==> config.mk <==
export PLATFORM = sky130hd
export DESIGN_NAME = bus_decoder
export DESIGN_NICKNAME = d
export VERILOG_FILES = /design/src/rtl/soc_pkg.sv /design/src/rtl/bus_decoder.sv
export VERILOG_INCLUDE_DIRS = /design/src /design/src/rtl
export SDC_FILE = /design/constraint.sdc
export NUM_CORES = 1
export LEC_CHECK = 0
export BUFFER_PORTS_ARGS = -buffer_cell sky130_fd_sc_hd__buf_2
export CAP_MARGIN = 10
export CORE_AREA = 2 2 64 66
export DETAILED_ROUTE_END_ITERATION = 6
export DIE_AREA = 0 0 66 68
export PLACE_DENSITY_LB_ADDON = 0.3
export SYNTH_ARGS = -nofsm -noshare
export SYNTH_HDL_FRONTEND = slang
export SYNTH_SLANG_ARGS = --single-unit
export TNS_END_PERCENT = 50
==> constraint.sdc <==
create_clock -name vclk -period 1.5
set_input_delay 0.3 -clock vclk [all_inputs]
set_output_delay 0.3 -clock vclk [all_outputs]
set_load 0.01 [all_outputs]
==> src/rtl/soc_params.svh <==
// shared constants for the badge system bus, included by the RTL and the testbench
`ifndef SOC_PARAMS_SVH
`define SOC_PARAMS_SVH

// version word returned by the SOC_VER register
`define SOC_VERSION 32'h0000_0100

// top 24 bits of a FLASH_SEL write that request an FPGA reload
`define RELOAD_MAGIC 24'hD0F1A5

// start count of the flash-select sequencer
// fsel_c is high while the count is 5, 4 or 3
`define FSEL_DELAY_START 3'd7

// depth of the local word RAM
`define RAM_WORDS 256

// irq vector bit raised on an access to an unmapped region
`define IRQ_BUS_ERROR 3

// read data returned from an unmapped address
`define BUS_ERROR_DATA 32'hDEAD_BEEF

// width of the LED register
`define LED_WIDTH 16

// number of LED pins on the board
`define LED_PINS 9

`endif

==> src/rtl/soc_pkg.sv <==
// bus, region, register and pin types shared by the system-bus RTL
package soc_pkg;

	// memory bus word and byte-write strobe, an all-zero strobe is a read
	typedef logic [31:0] word_t;
	typedef logic [3:0] strb_t;

	// address bits 31:28, any other value is unmapped
	typedef enum logic [3:0] {
		REGION_MISC = 4'h2,
		REGION_RAM = 4'h4
	} region_e;

	// misc register index from address bits 6:2
	typedef enum logic [4:0] {
		REG_LED = 5'd0,
		REG_BTN = 5'd1,
		REG_SOC_VER = 5'd2,
		REG_FLASH_SEL = 5'd13,
		REG_GENIO_IN = 5'd17,
		REG_GENIO_OUT = 5'd18,
		REG_GENIO_OE = 5'd19,
		REG_GENIO_W2S = 5'd20,
		REG_GENIO_W2C = 5'd21,
		REG_GPEXT_IN = 5'd22,
		REG_GPEXT_OUT = 5'd23,
		REG_GPEXT_OE = 5'd24,
		REG_GPEXT_W2S = 5'd25,
		REG_GPEXT_W2C = 5'd26
	} misc_reg_e;

	typedef logic [29:0] genio_t;
	typedef logic [7:0] pmod_t;
	typedef logic [31:0] irq_vec_t;

endpackage

==> src/rtl/bus_decoder.sv <==
// address decoder for the memory bus, routes selects, read data, ready and the bus-error irq
`timescale 1ns/1ps

`include "soc_params.svh"

module bus_decoder import soc_pkg::*; (
	input logic clk48m,
	input logic rst,
	input logic mem_valid,
	input word_t mem_addr,
	input word_t misc_rdata,
	input word_t ram_rdata,
	input logic ram_ready,
	output logic misc_sel,
	output logic ram_sel,
	output word_t mem_rdata,
	output logic mem_ready,
	output irq_vec_t irq
);

	region_e region;
	logic bus_error;

	assign region = region_e'(mem_addr[31:28]);

	always_comb begin
		misc_sel = 1'b0;
		ram_sel = 1'b0;
		bus_error = 1'b0;
		mem_rdata = `BUS_ERROR_DATA;
		case (region)
			REGION_MISC: begin
				misc_sel = mem_valid;
				mem_rdata = misc_rdata;
			end
			REGION_RAM: begin
				ram_sel = mem_valid;
				mem_rdata = ram_rdata;
			end
			default: begin
				// nothing lives here, answer at once with the error word
				bus_error = mem_valid;
			end
		endcase
	end

	// misc registers answer in the same cycle, so their select is their ready
	assign mem_ready = misc_sel | ram_ready | bus_error;

	// only the bus-error source is left in the irq vector
	always_comb begin
		irq = '0;
		irq[`IRQ_BUS_ERROR] = bus_error;
	end

endmodule

==> run summary <==
The run finished, with violations left. The checks that failed: negative setup slack. In this run the count of I/O pins placed on the die edge is 167. The timing-limited maximum frequency is 661 MHz. The fraction of the mapped netlist area in adder cells is 0%. The final layout contains 352 nets. The number of violations reported at the end of detailed-routing iteration 0 came out at 21. After detailed routing, the number of vias per cell comes to 4.45. The total of fill cells in the finished design is 443. The total length of routed wires is 3.18 mm. After Yosys synthesis, XOR and XNOR cells account for 0.855% of the synthesized area. The commonest non-fill, non-tap cell in the layout is sky130_fd_sc_hd__buf_2. The critical path data arrival time came out at 1.21 ns. The average footprint of a synthesized cell is 6.65 sq um. The number of DRC violations after detailed routing is 0. The number of maximum-capacitance constraint violations is 0. The initial core utilization came out at 26.6%. The worst setup path is captured at a primary output. The largest single stage delay on the critical path is 0.53 ns. Of the total synthesized cell area, the portion taken by AND, OR, NAND and NOR gates is 50.8%. The final setup violation count came out at 1. The all-layer global routing usage is 11.1%. The sequential cell area is 0 sq um.

After synthesis, the share of cell area in mux cells is 0%. The fraction of final layout cells sized beyond drive strength 1 came out at 49.2%. Summed over all nets, the switching power comes to 176 uW. The first global-routing pass estimated 4.20 mm of wire. The layout has 0 clock buffers.

Grouping stages by cell kind, the critical path spends the most delay in simple AND/OR/NAND/NOR gates. The hold violation count in the final report came out at 0. Setup repair after global routing could not meet its margin everywhere.

The maximum number of pins on one net before global-route repair came out at 39. In this run the vertical extent of the chip is 68 um. The final HPWL from detailed placement is 2.45 mm. The clock share of power came out at 0%. The number of antenna repair diodes is 0.

The maximum ir drop on the vdd rail is 0.0643 mV. The total of warnings raised by yosys is 0. The final critical-path share of the clock period is 101%.

The area of the mapped netlist is 1020 sq um. The global placer's final weighted congestion is 0.646. The maximum fanout count along the critical path is 2. The category of the critical setup timing path is input pin to primary output. Summing internal, switching and leakage power gives 348 uW. STA classifies the critical path startpoint as an input pin.

For this design the static power due to leakage is 0.000699 uW. The count of distinct cell types in the synthesized netlist is 16. The via count of the first global-routing pass came out at 956. The complex-gate fraction of the synthesized area came out at 17.1%. Compared with the post-synthesis result, the final layout area differs by 52.3%. The final worst setup slack came out at -0.0139 ns. The area of the die is 4490 sq um. By area, the combinational part of the netlist is dominated by simple AND/OR/NAND/NOR gates. The core box area is 3860 sq um. The signal on the critical path passes through buf_6 -> or4b_4 -> a21o_1 -> buf_2.

Subtracting the final worst setup slack from the clock period gives 1.51 ns. The number of input and output port buffers inserted is 106. Data on the critical path is required at its endpoint by 1.20 ns. Leaving out fill and tap cells, the most frequent cells in the layout are 104 x sky130_fd_sc_hd__buf_2, 43 x sky130_fd_sc_hd__nor3b_1, 31 x sky130_fd_sc_hd__conb_1. Synthesis produced a netlist whose cell count is 154.

The number of buffers added to fix hold violations after cts came out at 0. The total internal power is 171 uW. The net switching share of the total power came out at 50.7%.

The number of antenna-violating nets in the routed design is 0. The final route contains 1334 vias. The design has 0 sequential cells. The number of cell rows is 23. The register area share after synthesis is 0%. The number of detailed-routing iterations run before antenna repair came out at 4. The number of slew-limit violations in the final report was 0. The sequential share of power came out at 0%. The total power divided by cell area is 223 nW/um^2. Per report_power, the combinational group accounts for 100.0% of the total. The die is 66 um wide. The initial antenna violation count is 0. The total grt overflow came out at 0. The count of buffering cells on the critical path with inverters included came out at 2. The worst hold path belongs to the class input pin to primary output. On the critical path, the stage with the largest delay is an instance of sky130_fd_sc_hd__or4b_4. In the final routed layout, each cell accounts on average for 10.6 um. For the final routed database, the setup TNS stands at -0.0139 ns.
==> power by group through the flow <==
stage / logic, uW / registers, uW / clock network [uW]
after floorplan: 245 / 0 / 0
after global placement: 327 / 0 / 0
after detailed placement: 332 / 0 / 0
after CTS: 335 / 0 / 0
after global routing: 387 / 0 / 0
final: 348 / 0 / 0
==> final timing paths <==
check / startpoint / end / cells past startpoint
setup / recovery: mem_addr[31] / mem_ready / 4
hold / removal: ram_ready / mem_ready / 3
==> area by class of cell <==
class	count	area [sq um]	share of cell area (%)
timing repair buffer	115	638	40.9
multi-input combinational	135	860	55.1
tap	50	62.6	4.01
==> layer usage <==
layer	wire length, um	global-route usage, %	up-vias
li1	-	-	679
met1	1320	13.9	587
met2	1570	21.5	68
met3	292	0.987	0
met4	0	0.765	0
met5	0	0	-
==> what timing repair did <==
action,4_1_cts,5_1_grt
endpoints found under the setup margin,1,34
gates resized for setup,2,13
pin swaps,2,0
setup buffers,0,0
==> synth_stat cells (all sizes together) <==
library cell | instances | area (sq um)
nor3b | 48 | 360
buf | 43 | 294
o21ai | 24 | 120
nand3b | 16 | 120
a21oi | 8 | 40.0
clkbuf | 6 | 22.5
and4b | 2 | 20.0
a21boi | 1 | 7.51
a21o | 1 | 7.51
conb | 1 | 3.75
nor2 | 1 | 3.75
or2 | 1 | 6.26
or4b | 1 | 10.0
xor2 | 1 | 8.76
==> metrics by stage <==
stage / util [%] / cell area (sq um) / worst slack, ns / hold WS [ns] / cells
6_report: 40.5 / 1560 / -0.0139 / 0.857 / 300
5_1_grt: 40.5 / 1560 / -0.0327 / 0.877 / 300
4_1_cts: 39.1 / 1510 / -0.0162 / 0.863 / 300
3_5_place_dp: 38.8 / 1500 / -0.0705 / 0.859 / 300
3_3_place_gp: 38.8 / 1500 / -0.0712 / 0.856 / 300
2_1_floorplan: - / 1140 / 0.184 / 0.702 / 184
==> cells by family (layout without fill, tap and decap cells) <==
family / count (synthesis) / in the layout
buffers and inverters: 49 / 115
xor gates and xnor gates: 1 / 1
and+or+nand+nor: 69 / 69
AOI/OAI and AO/OA: 34 / 34
other: 1 / 31
Power figures use the tool's default switching activity.
