[src/rtl/soc_params.svh]
// shared constants for the badge system bus, included by the RTL and the testbench
`ifndef SOC_PARAMS_SVH
`define SOC_PARAMS_SVH

// version word returned by the SOC_VER register
`define SOC_VERSION 32'h0000_0100

// top 24 bits of a FLASH_SEL write that request an FPGA reload
`define RELOAD_MAGIC 24'hD0F1A5

// start count of the flash-select sequencer
// fsel_c is high while the count is 5, 4 or 3
`define FSEL_DELAY_START 3'd7

// depth of the local word RAM
`define RAM_WORDS 256

// irq vector bit raised on an access to an unmapped region
`define IRQ_BUS_ERROR 3

// read data returned from an unmapped address
`define BUS_ERROR_DATA 32'hDEAD_BEEF

// width of the LED register
`define LED_WIDTH 16

// number of LED pins on the board
`define LED_PINS 9

`endif

[src/rtl/soc_pkg.sv]
// bus, region, register and pin types shared by the system-bus RTL
package soc_pkg;

	// memory bus word and byte-write strobe, an all-zero strobe is a read
	typedef logic [31:0] word_t;
	typedef logic [3:0] strb_t;

	// address bits 31:28, any other value is unmapped
	typedef enum logic [3:0] {
		REGION_MISC = 4'h2,
		REGION_RAM = 4'h4
	} region_e;

	// misc register index from address bits 6:2
	typedef enum logic [4:0] {
		REG_LED = 5'd0,
		REG_BTN = 5'd1,
		REG_SOC_VER = 5'd2,
		REG_FLASH_SEL = 5'd13,
		REG_GENIO_IN = 5'd17,
		REG_GENIO_OUT = 5'd18,
		REG_GENIO_OE = 5'd19,
		REG_GENIO_W2S = 5'd20,
		REG_GENIO_W2C = 5'd21,
		REG_GPEXT_IN = 5'd22,
		REG_GPEXT_OUT = 5'd23,
		REG_GPEXT_OE = 5'd24,
		REG_GPEXT_W2S = 5'd25,
		REG_GPEXT_W2C = 5'd26
	} misc_reg_e;

	typedef logic [29:0] genio_t;
	typedef logic [7:0] pmod_t;
	typedef logic [31:0] irq_vec_t;

endpackage

[src/rtl/gpio_bank.sv]
// output and output-enable registers of one GPIO port, with write, write-to-set and write-to-clear
`timescale 1ns/1ps

module gpio_bank #(
	parameter type pins_t = logic [7:0]
) (
	input logic clk48m,
	input logic rst,
	input logic wr_out,
	input logic wr_oe,
	input logic wr_set,
	input logic wr_clr,
	input pins_t wdata,
	output pins_t pin_out,
	output pins_t pin_oe
);

	always_ff @(posedge clk48m) begin
		if (rst) begin
			pin_out <= '0;
			pin_oe <= '0;
		end else begin
			// the strobes come from one register index, so at most one is high
			if (wr_out) begin
				pin_out <= wdata;
			end else if (wr_set) begin
				pin_out <= pin_out | wdata;
			end else if (wr_clr) begin
				pin_out <= pin_out & ~wdata;
			end
			if (wr_oe) begin
				pin_oe <= wdata;
			end
		end
	end

endmodule

[src/rtl/misc_regs.sv]
// misc register file on the memory bus: LEDs, buttons, version, trace, flash select and GPIO
`timescale 1ns/1ps

`include "soc_params.svh"

module misc_regs import soc_pkg::*; (
	input logic clk48m,
	input logic rst,
	input logic misc_sel,
	input word_t mem_addr,
	input word_t mem_wdata,
	input strb_t mem_wstrb,
	input logic [7:0] btn,
	input genio_t genio_in,
	input pmod_t pmod_in,
	output word_t misc_rdata,
	output logic [`LED_PINS-1:0] led,
	output logic trace_en,
	output logic fsel_d,
	output logic fsel_write,
	output logic reload_request,
	output genio_t genio_out,
	output genio_t genio_oe,
	output pmod_t pmod_out,
	output pmod_t pmod_oe
);

	misc_reg_e reg_idx;
	logic wr_en;
	logic [`LED_WIDTH-1:0] led_reg;

	assign reg_idx = misc_reg_e'(mem_addr[6:2]);

	// writes only look at strobe bit 0, firmware writes these registers as full words
	assign wr_en = misc_sel & mem_wstrb[0];

	// only the low LED bits reach the board
	assign led = led_reg[`LED_PINS-1:0];

	always_ff @(posedge clk48m) begin
		if (rst) begin
			led_reg <= '0;
			trace_en <= 1'b0;
			fsel_d <= 1'b0;
		end else if (wr_en) begin
			case (reg_idx)
				REG_LED: led_reg <= mem_wdata[`LED_WIDTH-1:0];
				REG_SOC_VER: trace_en <= mem_wdata[0];
				REG_FLASH_SEL: fsel_d <= mem_wdata[0];
				default: ;
			endcase
		end
	end

	// misc ready is immediate, so these last exactly one cycle
	assign fsel_write = wr_en && (reg_idx == REG_FLASH_SEL);
	assign reload_request = fsel_write && (mem_wdata[31:8] == `RELOAD_MAGIC);

	gpio_bank #(
		.pins_t(genio_t)
	) u_genio (
		.clk48m(clk48m),
		.rst(rst),
		.wr_out(wr_en && (reg_idx == REG_GENIO_OUT)),
		.wr_oe(wr_en && (reg_idx == REG_GENIO_OE)),
		.wr_set(wr_en && (reg_idx == REG_GENIO_W2S)),
		.wr_clr(wr_en && (reg_idx == REG_GENIO_W2C)),
		.wdata(mem_wdata[29:0]),
		.pin_out(genio_out),
		.pin_oe(genio_oe)
	);

	// pmod sits in bits 23:16 of the GPEXT registers
	gpio_bank #(
		.pins_t(pmod_t)
	) u_pmod (
		.clk48m(clk48m),
		.rst(rst),
		.wr_out(wr_en && (reg_idx == REG_GPEXT_OUT)),
		.wr_oe(wr_en && (reg_idx == REG_GPEXT_OE)),
		.wr_set(wr_en && (reg_idx == REG_GPEXT_W2S)),
		.wr_clr(wr_en && (reg_idx == REG_GPEXT_W2C)),
		.wdata(mem_wdata[23:16]),
		.pin_out(pmod_out),
		.pin_oe(pmod_oe)
	);

	// read-back mux, decoded from the address even without a select
	always_comb begin
		case (reg_idx)
			REG_LED: misc_rdata = word_t'(led_reg);
			// buttons are active low on the board
			REG_BTN: misc_rdata = {24'h0, ~btn};
			REG_SOC_VER: misc_rdata = `SOC_VERSION;
			REG_GENIO_IN: misc_rdata = {2'b00, genio_in};
			REG_GENIO_OUT: misc_rdata = {2'b00, genio_out};
			REG_GENIO_OE: misc_rdata = {2'b00, genio_oe};
			REG_GPEXT_IN: misc_rdata = {8'h0, pmod_in, 16'h0};
			REG_GPEXT_OUT: misc_rdata = {8'h0, pmod_out, 16'h0};
			REG_GPEXT_OE: misc_rdata = {8'h0, pmod_oe, 16'h0};
			default: misc_rdata = '0;
		endcase
	end

endmodule

[config.mk]
export PLATFORM = sky130hd
export DESIGN_NAME = misc_regs
export DESIGN_NICKNAME = d
export VERILOG_FILES = /design/src/rtl/soc_pkg.sv /design/src/rtl/gpio_bank.sv /design/src/rtl/misc_regs.sv
export VERILOG_INCLUDE_DIRS = /design/src /design/src/rtl
export SDC_FILE = /design/constraint.sdc
export NUM_CORES = 1
export LEC_CHECK = 0
export BUFFER_PORTS_ARGS = -buffer_cell sky130_fd_sc_hd__buf_2
export CAP_MARGIN = 20
export CORE_UTILIZATION = 51
export CTS_CLUSTER_DIAMETER = 80
export CTS_CLUSTER_SIZE = 28
export DETAILED_ROUTE_END_ITERATION = 8
export PLACE_DENSITY = 0.87
export RECOVER_POWER = 50
export SLEW_MARGIN = 20
export SYNTH_ARGS = -nofsm -noshare
export SYNTH_HDL_FRONTEND = slang
export SYNTH_HIERARCHICAL = 1
export SYNTH_SLANG_ARGS = --single-unit
[constraint.sdc]
create_clock -name clk48m -period 3.1 [get_ports clk48m]
set_clock_uncertainty 0.15 [all_clocks]
set_input_delay 0.31 -clock clk48m [delete_from_list [all_inputs] [get_ports clk48m]]
set_output_delay 0.31 -clock clk48m [all_outputs]
set_load 0.05 [all_outputs]
==> results.md <==
* Status: complete, no violations
* Initial antenna violation count at 0
* CP Capture Type: output port
* Synth area leader: dfxtp_1
* Clk slew on worst S/H paths at 0.10 ns
* Pwr/cell area at 371 nW/um^2
* Clock root cell: clkbuf_8
* Layout cells sized above 1 at 0.204
* R2R Setup Slk at 2.19 ns
* Die area at 10,300 um^2
* Grt ovf at 0
* Total power at 2.27 mW
* Post-synthesis register bit count at 94
* Final wirelength at 16,900 um
* Share of flip-flops with an asynchronous set or reset at 0
* Post-synth EDFFs at 0
* Core area at 9420 um^2
* Synth top area cells: dfxtp_1, mux2i_1, nor2_1, a32oi_1, nand3_1
* CTS H-tree depth at 3
* Post-synthesis sequential area ratio at 0.373
* Min-delay worst type: in2reg
* Vias at 5,468
* Max Cap Viol at 0
* Critical Path Source Type: input port
* Drc violations at 0
* Final hold violations at 0
* Nets at 891
* Synth warn at 6
* Worst VDD drop at 0.245 mV
* Worst r2r path cells at 2
* Count of input and output buffers at 205
* Max-slew headroom at 0.303
* Count leader, synth: dfxtp_1
* WHS Endpoint: led_reg[5]$_SDFFE_PP0P_
* DPL Wire Length at 11,800 um
* Post-cts resize count at 0
* Leakage at 2.34 nW
* WP data required at 2.64 ns
* Synth Flop Type: dfxtp_1
* Critical Path Fanout Max at 18
* Setup bufs post-CTS at 0
* Final setup viols at 0
* Setup TNS at 0 ns
* Vias in the first global route at 5,210
* Slew @ Worst Pin at 1.04 ns
* Drt first-iter violations at 471
* Area added between synthesis and finish at 21.6%
* Clk_lat worst skew at 0.36 ns
* Clock Sinks at 94
* Most frequent cells after synthesis: dfxtp_1, nor2_1, nand3_1
* RR Endpoint: led_reg[0]$_SDFFE_PP0P_
* RSZ-0062 raised after global routing: false
* Gate Count Post-Synth at 605
* Post-CTS Hold Fix Bufs at 0
* Antenna-violating nets left at 0
* CTS tree: yes
* Max clock buf depth at 2
* Site row count at 35
* Vias per cell at 6.03
* GR Util All Layers at 0.322
* Ports at 238
* WL/cell at 18.7 um
* Cts bufs inserted at 9
* Crit path kind: in2out
* First-pass GRT wire length at 25,700 um
* F_max at 0.352 GHz
* Post-Syn Area at 5050 um^2
* Crit path time final at 2.84 ns
* Fillcell total at 835
* Final Wtd Congestion at 0.908
* Pin count of the biggest net entering global routing at 54
* Final period utilization at 0.917
* Share of the synthesized area in the top cell type at 0.373
* Slew Limit Fails at 0
* Antenna diodes at 0
* Drt first pass iters at 5
* Synth unique cells at 48
* Worst path arrival time at 2.38 ns
* Hold depth at 3
* Die Y at 101 um
* Reg-to-reg critical path startpoint: led_reg[0]$_SDFFE_PP0P_
* Hold Crit Start: mem_wdata[5]
* Initial Util at 0.536
* Mapped Avg Cell Area at 8.34 um^2
* Die X at 101 um
where the power goes:
| part | switching [mW] | total (mW) | internal (mW) |
|---|---|---|---|
| sequential | 0.00549 | 1.22 | 1.21 |
| clock | 0.457 | 0.750 | 0.293 |
| combinational | 0.211 | 0.305 | 0.0948 |
| total | 0.673 | 2.27 | 1.60 |
logic make-up (layout without fill, tap and decap cells):
| kind of cell | after synthesis | in the layout | share of synthesized area |
|---|---|---|---|
| AND/OR/NAND/NOR | 271 | 271 | 0.281 |
| AO/OA/AOI/OAI | 112 | 112 | 0.164 |
| flip-flops | 94 | 94 | 0.373 |
| buffers and inverters | 77 | 249 | 0.0828 |
| multiplexers | 50 | 50 | 0.0992 |
| other | 1 | 2 | 0.000743 |
worst max-delay path: stages:
cell and delay (ns):
clkbuf_1 0.67, nand4b_1 0.63, o22ai_1 0.36, a221o_1 0.15
buf_2 0.26
stage by stage:
stage / setup slack (ns) / utilization / hold slack [ns] / cell area, um^2 / instances
after floorplan: 0.150 / - / 0.297 / 5050 / 606
after global placement: 0.460 / 0.644 / 0.309 / 6060 / 891
after detailed placement: 0.414 / 0.644 / 0.320 / 6060 / 891
after CTS: 0.420 / 0.662 / 0.0674 / 6230 / 906
after global routing: 0.158 / 0.652 / 0.0708 / 6140 / 907
final: 0.257 / 0.652 / 0.0737 / 6140 / 907
how the worst max path moves through the flow:
stage,start,to,slack (ns),cells after the start
4_1_cts,mem_addr[5],misc_rdata[20],0.42,5
5_1_grt,mem_addr[3],misc_rdata[0],0.16,6
3_5_place_dp,mem_addr[4],register,0.41,7
3_3_place_gp,mem_addr[5],misc_rdata[20],0.46,5
6_report,mem_addr[3],misc_rdata[16],0.26,5
2_1_floorplan,mem_addr[3],reload_request,0.15,4
cell type report:
type,count,area (um^2),share of cell area
clock buffer,9,124,0.0202
clock inverter,6,46.3,0.00754
inverter,10,37.5,0.00612
multi-input combinational,435,2780,0.452
sequential,94,1880,0.307
tap,129,161,0.0263
timing repair buffer,224,1110,0.181
cell usage in the layout, fill, tap and decap left out, types with 6 or more instances in the layout:
master     count
a21oi_1       20
nor2_1        90
o22ai_1        6
inv_1         10
nand4_1        8
clkbuf_1      90
o21ai_0       23
nand3_1       55
buf_2        117
mux2i_1       50
clkbuf_8       9
a32oi_1       38
o2111ai_1      7
and2_1         8
and3_1        13
nand3b_1      10
dfxtp_1       94
nand2_1       45
a221o_1       10
buf_4         13
metal layers:
layer	global-route usage	wire, um
met4	0.154	458
met2	0.537	8080
met3	0.0559	1410
met5	0	0
met1	0.403	7000
Power figures use the tool's default switching activity.
