## config.mk

```make
export PLATFORM = sky130hd
export DESIGN_NAME = fpga_reload_seq
export DESIGN_NICKNAME = d
export VERILOG_FILES = /design/src/rtl/fpga_reload_seq.sv
export VERILOG_INCLUDE_DIRS = /design/src /design/src/rtl
export SDC_FILE = /design/constraint.sdc
export NUM_CORES = 1
export LEC_CHECK = 0
export BUFFER_PORTS_ARGS = -buffer_cell sky130_fd_sc_hd__buf_2
export CAP_MARGIN = 20
export CORE_AREA = 4 4 41 43
export DETAILED_ROUTE_END_ITERATION = 6
export DIE_AREA = 0 0 45 47
export GPL_TIMING_DRIVEN = 0
export PLACE_DENSITY_LB_ADDON = 0.12
export SLEW_MARGIN = 10
export SYNTH_ARGS = -nofsm -noshare
export SYNTH_HDL_FRONTEND = slang
export SYNTH_SLANG_ARGS = --single-unit
```

## constraint.sdc

```tcl
create_clock -name clk48m -period 1.6 [get_ports clk48m]
set_clock_uncertainty 0.2 [all_clocks]
set_input_delay 0.32 -clock clk48m [delete_from_list [all_inputs] [get_ports clk48m]]
set_output_delay 0.32 -clock clk48m [all_outputs]
set_load 0.01 [all_outputs]
```

## src/rtl/soc_params.svh

```systemverilog
// shared constants for the badge system bus, included by the RTL and the testbench
`ifndef SOC_PARAMS_SVH
`define SOC_PARAMS_SVH

// version word returned by the SOC_VER register
`define SOC_VERSION 32'h0000_0100

// top 24 bits of a FLASH_SEL write that request an FPGA reload
`define RELOAD_MAGIC 24'hD0F1A5

// start count of the flash-select sequencer
// fsel_c is high while the count is 5, 4 or 3
`define FSEL_DELAY_START 3'd7

// depth of the local word RAM
`define RAM_WORDS 256

// irq vector bit raised on an access to an unmapped region
`define IRQ_BUS_ERROR 3

// read data returned from an unmapped address
`define BUS_ERROR_DATA 32'hDEAD_BEEF

// width of the LED register
`define LED_WIDTH 16

// number of LED pins on the board
`define LED_PINS 9

`endif

```

## src/rtl/fpga_reload_seq.sv

```systemverilog
// flash-select clock pulse and delayed programn for switching boot flash and reloading the FPGA
`timescale 1ns/1ps

`include "soc_params.svh"

module fpga_reload_seq (
	input logic clk48m,
	input logic rst,
	input logic fsel_write,
	input logic reload_request,
	output logic fsel_c,
	output logic programn
);

	logic [2:0] fsel_delay;
	logic programn_queue;
	logic fpga_reload;

	// clock the select flip-flop well after fsel_d settles
	assign fsel_c = (fsel_delay == 3'd5) || (fsel_delay == 3'd4) || (fsel_delay == 3'd3);
	assign programn = ~fpga_reload;

	always_ff @(posedge clk48m) begin
		if (rst) begin
			fsel_delay <= '0;
			programn_queue <= 1'b0;
			fpga_reload <= 1'b0;
		end else begin
			if (reload_request) begin
				programn_queue <= 1'b1;
			end
			if (fsel_write) begin
				fsel_delay <= `FSEL_DELAY_START;
			end else if (fsel_delay != 3'd0) begin
				fsel_delay <= fsel_delay - 3'd1;
				// the FPGA restarts from here, only reset brings programn back
				if (fsel_delay == 3'd1 && programn_queue) begin
					fpga_reload <= 1'b1;
				end
			end
		end
	end

endmodule

```

==> results of run 1 <==
## what timing repair did
| action | CTS | global route |
|---|---|---|
| endpoints found under the setup margin | 1 | 2 |
| resized for setup | 6 | 2 |
| buffers inserted | 1 | 0 |
## per-stage QoR
step | instances | power [mW] | setup slack (ns)
CTS | 53 | 0.3854 | -0.04740
floorplan | 28 | 0.1906 | 0.1981
finish | 53 | 0.3853 | -0.03891
detailed placement | 48 | 0.2131 | 0.1101
global route | 53 | 0.4110 | -0.07548
global placement | 48 | 0.2103 | 0.1166
## worst max-delay path, cell delays in order, from the launching register on
cell and delay [ns]:
dfxtp_2 0.33, ha_4 0.15, mux2_4 0.27, buf_6 0.12
## cell usage after synthesis, drive strengths merged
| master | n | area share, % |
|---|---|---|
| a31oi | 1 | 2.3 |
| o22ai | 1 | 2.3 |
| nor2 | 2 | 2.7 |
| dfxtp | 5 | 36 |
| nand2b | 1 | 2.3 |
| ha | 4 | 18 |
| mux2 | 1 | 4.1 |
| nor2b | 1 | 2.3 |
| a211oi | 1 | 2.7 |
| a311oi | 1 | 3.2 |
| or3b | 3 | 9.5 |
| inv | 4 | 5.4 |
| or2b | 1 | 2.7 |
| nor4b | 2 | 6.3 |
## routing by layer
| metal | vias to the layer above | share of wire, % |
|---|---|---|
| met5 | - | 0 |
| met4 | 0 | 6.0 |
| met3 | 5 | 9.4 |
| met2 | 9 | 43 |
| met1 | 106 | 42 |
| li1 | 120 | - |
## cell families after synthesis
| kind of cell | Yosys count | share of synthesized area [%] |
|---|---|---|
| buffers and inverters | 4 | 5.428 |
| AND/OR/NAND/NOR | 10 | 25.80 |
| flip-flops | 5 | 36.20 |
| multiplexers | 1 | 4.072 |
| adder cells (fa/ha/maj) | 4 | 18.10 |
| AO/OA/AOI/OAI | 4 | 10.41 |
## power breakdown
group,switching (mW),internal [mW]
registers,0.0132,0.138
clock network,0.0589,0.0948
logic,0.0360,0.0444
## cell type report
class / count / area, um^2
tap: 15 / 18.77
timing repair buffer: 6 / 38.79
multi-input combinational: 19 / 180.2
sequential: 5 / 103.9
inverter: 4 / 15.01
clock buffer: 4 / 26.28
fill: 147 / 918.4
## flip-flops by register name, summed over array words and instances (netlist names)
name and count:
fsel_delay 3, fpga_reload 1, programn_queue 1
## worst min-delay path by stage
stage | startpoint | endpoint | slack, ns
floorplan | rst | fsel_delay[2] | 0.19
global placement | programn_queue | programn_queue | 0.25
detailed placement | fpga_reload | fpga_reload | 0.27
CTS | rst | fsel_delay[2] | 0.1
global route | reload_request | programn_queue | 0.11
finish | rst | fsel_delay[2] | 0.10
==> flow_summary.ini, run 1 <==
[route]
avgRoutedWirePerCell_um = 12.23
vias = 240
drc = 0
wirelength_um = 648
dr.pass1.iters = 4
drtIter0Drc = 3
via_per_inst = 4.528
detail-route-antenna-nets = 0

[synth]
yosysSeqAreaShare_pct = 36.20
ys_types = 14
netlist_area_um2 = 276.5
ys_ff_latch = 5
ys.warnings.count = 0
synth_cells = 28
syn_area_per_cell_um2 = 9.876
synth_nets = 36

[sta]
rsz0062_at_grt = yes
slew-limit-headroom_pct = 82.29
fin_crit_sh_pct = 102.4
fin_tns_setup_ns = -0.03891
drv_slew = 0
worstMarginPinSlew_ns = 0.2620
fin_crit_ns = 1.639
worst_slack_ns = -0.03891
final_hold_viol_count = 0
fmax_mhz = 610.2
setup-violations-final = 1
worst_hold_slack_ns = 0.1000

[run_status]
violations = negative setup slack
status = complete, but fails checks

[flow_run]
maxCapViolCount = 0

[clocking]
holdBufCountCts = 0
htreeDepth = 1
clk_pin_slew_ns = 0.05
cts_made_buffers = 3
insertion_delay_ns = 0.25
root_buffer = clkbuf_4
cts_tree = yes
cts_buffer_depth = 2
clkSinkCount = 5

[placed_design]
placed_area_um2 = 320.3
gp_congestion = 0.7698
io_buffers = 5

[cells_and_area]
drive_above_1_share_pct = 39.47
final_area_um2 = 382.9
diodes = 0
nets = 47
area_growth_pct = 38.46
mostFrequentLayoutCells = 4 x inv_1, 4 x buf_2, 3 x or3b_1, 3 x clkbuf_4, 3 x dfxtp_2
postLayoutCoreUtil_pct = 29.42

[hold_path]
min_path_cells = 2
hold_path_class = primary input to flip-flop

[global_route]
gr-usage-met3_pct = 6.130
grtUsageMet1_pct = 8.447
antenna_found_initial = 0
top_usage_layer = met4
grt_pass1_wl_mm = 1.069
grt_pass1_vias = 236
grtUsageMet2_pct = 9.605
overflow = 0
grt_max_degree = 8
grtUsageTotal_pct = 8.307

[setup_path]
crit_start = fsel_delay[1]
path_class = flip-flop to output pin
cp.arrival_ns = 1.12
crit_fanout = 3
rrSetupSlack_ns = 0.07
reg2reg_depth = 5
r2r_end = fsel_delay[2]
r2r-start = fsel_delay[0]
end_kind = output pin
cp-start-kind = flip-flop
crit_end = fsel_c
required_ns = 1.08

[power]
power.density_mw_per_mm2 = 1006
p_leak_nw = 0.1586
ir_worst_vdd_v = 0.0004072

[floorplanning]
initial_core_util_pct = 21.25
die_w_um = 45
fp.dieArea_mm2 = 0.002115
io_pins = 6
die_h_um = 47
core_mm2 = 0.001301
rows = 13
Note: power is estimated with default switching activity, not from simulation.
==> run 2: changes to the inputs <==
Settings changed: ABC_AREA from default to 1.
==> flow_summary.ini, run 2 <==
[run_status]
status = finished clean

[cells_and_area]
reg_top3 = fsel_delay: 3 flops, fpga_reload: 1 flops, programn_queue: 1 flops
area_growth_pct = 29.95
postLayoutCoreUtil_pct = 27.12
regMostFlops = fsel_delay
drive_above_1_share_pct = 34.78
mostFrequentLayoutCells = 8 x nor2_1, 5 x inv_1, 5 x buf_2
final_common_cell = nor2_1
nets = 55
diodes = 0
largest_reg_flops = 3
final_area_um2 = 352.8

[setup_path]
path_cells = ha_1, nand2_1, o21ai_1, buf_2
path_class = flip-flop to output pin
cp_slowest_cell = dfxtp_2
crit_fanout = 4
end_kind = output pin
required_ns = 1.08
cp.arrival_ns = 0.99
cp-start-kind = flip-flop
critPathMaxStageDelay_ns = 0.33

[synth]
synth_edf_count = 0
ys.warnings.count = 0
netlist_top_cells_area = dfxtp_1 37%, ha_1 18%, nor2_1 11%
synth_nets = 44
ys.flop_type = dfxtp_1
ys_types = 12
synth_area_leader_cell = dfxtp_1
yosys.cell_count.top_type = nor2_1
synthXorXnorAreaFrac_pct = 3.226
yosysSeqAreaShare_pct = 36.87
synth_compound_area_share_pct = 5.530
synth_top_family_by_area = simple AND/OR/NAND/NOR gates
ys_ff_latch = 5
syn_area_per_cell_um2 = 7.542
synth_top_area_share_pct = 36.87
synth_fa_ha_area_share_pct = 18.43
async_flop_share_pct = 0
yosys-top-cells-count = 8 x nor2_1, 5 x dfxtp_1, 5 x inv_1
netlist_area_um2 = 271.5
synth_cells = 36
synth.area.mux_share_pct = 0
synth-simple-area-share_pct = 27.65

[hold_path]
hold_path_class = primary input to flip-flop

[placed_design]
io_buffers = 5
hpwl_um = 423.8
gp_congestion = 0.7857
placed_area_um2 = 315.3

[sta]
setup-violations-final = 0
rsz0062_at_grt = no
worst_hold_slack_ns = 0.06598
final_hold_viol_count = 0
worstMarginPinSlew_ns = 0.1330
fin_crit_sh_pct = 94.44
drv_slew = 0
fin_tns_setup_ns = 0
slew-limit-headroom_pct = 91.04
fin_crit_ns = 1.511
fmax_mhz = 661.8

[route]
drc = 0
dr.pass1.iters = 3
wl_met2_um = 231
drtIter0Drc = 2
highest_layer = met4
avgRoutedWirePerCell_um = 8.869
vias = 251
wl_met3_um = 45
wirelength_um = 541
via_per_inst = 4.115
detail-route-antenna-nets = 0
wl_met1_um = 244

[global_route]
grt_max_degree = 6
grt_pass1_vias = 253
grtUsageTotal_pct = 6.714
overflow = 0
antenna_found_initial = 0
grt_pass1_wl_um = 945

[floorplanning]
die_h_um = 47
fp.dieArea_mm2 = 0.002115
io_pins = 6
die_w_um = 45
rows = 13
core_mm2 = 0.001301
initial_core_util_pct = 20.87

[clocking]
insertion_delay_ns = 0.25
clkSinkCount = 5
holdBufCountCts = 0
cts_made_buffers = 3
cts_tree = yes
clk_pin_slew_ns = 0.05
cts_buffer_depth = 2
htreeDepth = 1
root_buffer = clkbuf_4

[flow_run]
maxCapViolCount = 0

[power]
power.density_mw_per_mm2 = 1082
ir_worst_vdd_v = 0.0004086
p_total_uw = 381.9
p_leak_nw = 0.1742
[run 2: final timing paths]
check                startpoint       endpoint  slack (ns)  cells past startpoint
hold reg to reg     fpga_reload    fpga_reload        0.26                      2
setup / recovery  fsel_delay[1]         fsel_c        0.09                      4
hold / removal              rst    fpga_reload        0.07                      2
setup reg to reg  fsel_delay[0]  fsel_delay[0]        0.20                      6
[run 2: metal layers]
metal  global-route usage [%]  up-vias
li1                         -      129
met1                    6.591      111
met2                    9.887        7
met3                    3.448        4
met4                    7.018        0
met5                        0        -
[run 2: final cells by class]
| cell class | count | area (um^2) |
|---|---|---|
| well taps | 15 | 18.77 |
| multi-input cells | 25 | 148.9 |
| clock buffers | 4 | 26.28 |
| inverters | 6 | 22.52 |
| repair buffers | 6 | 32.53 |
| flip-flops and latches | 5 | 103.9 |
| fillers | 160 | 948.4 |
[run 2: cell families after synthesis]
| group | Yosys count |
|---|---|
| and+or+nand+nor | 17 |
| buffers and inverters | 6 |
| DFF | 5 |
| AOI/OAI and AO/OA | 3 |
| xor gates and xnor gates | 1 |
| adders and majority gates | 4 |
[run 2: critical path, delay by kind of cell (launching register included)]
kind            cells  cell delay, ns
flops               1            0.33
fa+ha+maj           1            0.17
buf+inv             1            0.13
simple gates        1            0.06
compound gates      1            0.05
[run 2: timing repair]
item	in CTS	in global routing
setup endpoints to repair	0	1
setup buffers	0	1
resized for setup	0	4
[run 2: through the flow]
step	setup WS [ns]	instances
2_1_floorplan	0.4004	36
3_3_place_gp	0.3109	56
3_5_place_dp	0.2902	56
4_1_cts	0.02131	60
5_1_grt	0.01543	61
6_report	0.08893	61
[run 2: where the power goes]
group | total [mW] | internal (mW) | leakage, nW | switching [mW]
Clock | 0.152 | 0.0947 | 0.0150 | 0.0574
Combinational | 0.0809 | 0.0349 | 0.117 | 0.0460
Sequential | 0.149 | 0.140 | 0.0421 | 0.00913
==> run 3: changes to the inputs <==
Settings changed: RECOVER_POWER from default to 100.
==> flow_summary.ini, run 3 (same netlist as run 2, synthesis figures left out) <==
[setup_path]
r2r_end = fsel_delay[0]
path_class = flip-flop to output pin
r2r-start = fsel_delay[0]
rrSetupSlack_ns = 0.18
required_ns = 1.08
crit_fanout = 4
cp.arrival_ns = 0.99
end_kind = output pin
reg2reg_depth = 7
cp-start-kind = flip-flop

[floorplanning]
rows = 13
core_mm2 = 0.001301
initial_core_util_pct = 20.87
die_w_um = 45
fp.dieArea_mm2 = 0.002115
die_h_um = 47
io_pins = 6

[sta]
worstMarginPinSlew_ns = 0.1329
rsz0062_at_grt = no
fmax_mhz = 663.3
setup-violations-final = 0
fin_crit_ns = 1.508
final_hold_viol_count = 0
drv_slew = 0
fin_tns_setup_ns = 0
slew-limit-headroom_pct = 91.04
fin_crit_sh_pct = 94.23
worst_slack_ns = 0.09233

[power]
ir_worst_vdd_v = 0.0004089
swShare_pct = 29.66
p_int_uw = 265.3
seqPwrFrac_pct = 39.3
p_comb_share_pct = 20.3
p_leak_nw = 0.1686
p_total_uw = 377.2
power.density_mw_per_mm2 = 1096
clkPwrFrac_pct = 40.3
switching_power_uw = 111.9

[route]
vias = 253
via_per_inst = 4.148
avgRoutedWirePerCell_um = 8.934
drtIter0Drc = 3
drc = 0
dr.pass1.iters = 4
detail-route-antenna-nets = 0
wirelength_um = 545

[cells_and_area]
reg_top3 = fsel_delay: 3 flops, fpga_reload: 1 flops, programn_queue: 1 flops
largest_reg_flops = 3
final_common_cell = nor2_1
regMostFlops = fsel_delay
drive_above_1_share_pct = 26.09
area_growth_pct = 26.73
nets = 55
mostFrequentLayoutCells = 8 x nor2_1, 5 x inv_1, 4 x nand2_1, 4 x ha_1
fillCellCount = 161
diodes = 0
layout.cells.non_filler = 61

[placed_design]
gp_congestion = 0.7857
dpl_worst_slack_ns = 0.2902
dp_cells = 56
hpwl_um = 423.8
io_buffers = 5

[global_route]
antenna_found_initial = 0
grt_pass1_wl_um = 945
grtUsageTotal_pct = 6.714
grt_max_degree = 6
grt_pass1_vias = 253
overflow = 0

[clocking]
clk_pin_slew_ns = 0.05
cts_made_buffers = 3
cts_buffer_depth = 2
cts_tree = yes
htreeDepth = 1
root_buffer = clkbuf_4
insertion_delay_ns = 0.25
clkSinkCount = 5

[hold_path]
hold_path_class = primary input to flip-flop
hold-path-endpoint = fpga_reload
min_path_cells = 2
worstHoldStart = rst

[flow_run]
maxCapViolCount = 0

[run_status]
status = finished clean
run 3: worst max path at each step:
stage / slack [ns] / start / depth (start not counted) / to
3_5_place_dp: 0.29 / fsel_delay[0] / 4 / fsel_c
2_1_floorplan: 0.40 / fsel_delay[0] / 3 / fsel_c
3_3_place_gp: 0.31 / fsel_delay[0] / 4 / fsel_c
5_1_grt: 0.008 / fsel_delay[1] / 4 / fsel_c
6_report: 0.09 / fsel_delay[1] / 4 / fsel_c
4_1_cts: 0.02 / fsel_delay[0] / 4 / fsel_c
run 3: area by class of cell:
class | count | area (um^2) | share of cell area [%]
clock buffer | 4 | 26.28 | 7.636
inverter | 6 | 22.52 | 6.545
multi-input combinational | 25 | 146.4 | 42.55
sequential | 5 | 102.6 | 29.82
timing repair buffer | 6 | 27.53 | 8.000
tap | 15 | 18.77 | 5.455
run 3: timing repair:
item                                   in CTS  in global routing
endpoints found under the hold margin       0                  0
gates resized for setup                     0                  4
setup endpoints to repair                   0                  1
setup buffers                               0                  1
hold buffers                                0                  0
run 3: critical path, stage by stage, from the launching register on:
cell	delay, ns
dfxtp_2	0.34
ha_1	0.14
nand2_1	0.05
o21ai_1	0.06
clkbuf_2	0.14
run 3: metal layers:
layer / routed length, um / track usage [%] / vias up
met5: 0 / 0 / -
met4: 19 / 7.018 / 0
met3: 45 / 3.448 / 4
met2: 236 / 9.887 / 7
met1: 243 / 6.591 / 114
li1: - / - / 128
run 3: metrics by stage:
stage	hold WS, ns	area, um^2	utilization (%)
after floorplan	0.1924	271.5	-
after global placement	0.2493	315.3	24.23
after detailed placement	0.2570	315.3	24.23
after CTS	0.06878	341.6	26.25
after global routing	0.08598	344.1	26.44
final	0.06577	344.1	26.44
run 3: power by group through the flow:
stage          Combinational, mW  Sequential [mW]  Clock (mW)
2_1_floorplan             0.0561            0.148           0
3_3_place_gp              0.0741            0.150           0
3_5_place_dp              0.0748            0.151           0
4_1_cts                   0.0759            0.149       0.156
5_1_grt                   0.0903            0.150       0.165
6_report                  0.0766            0.148       0.152
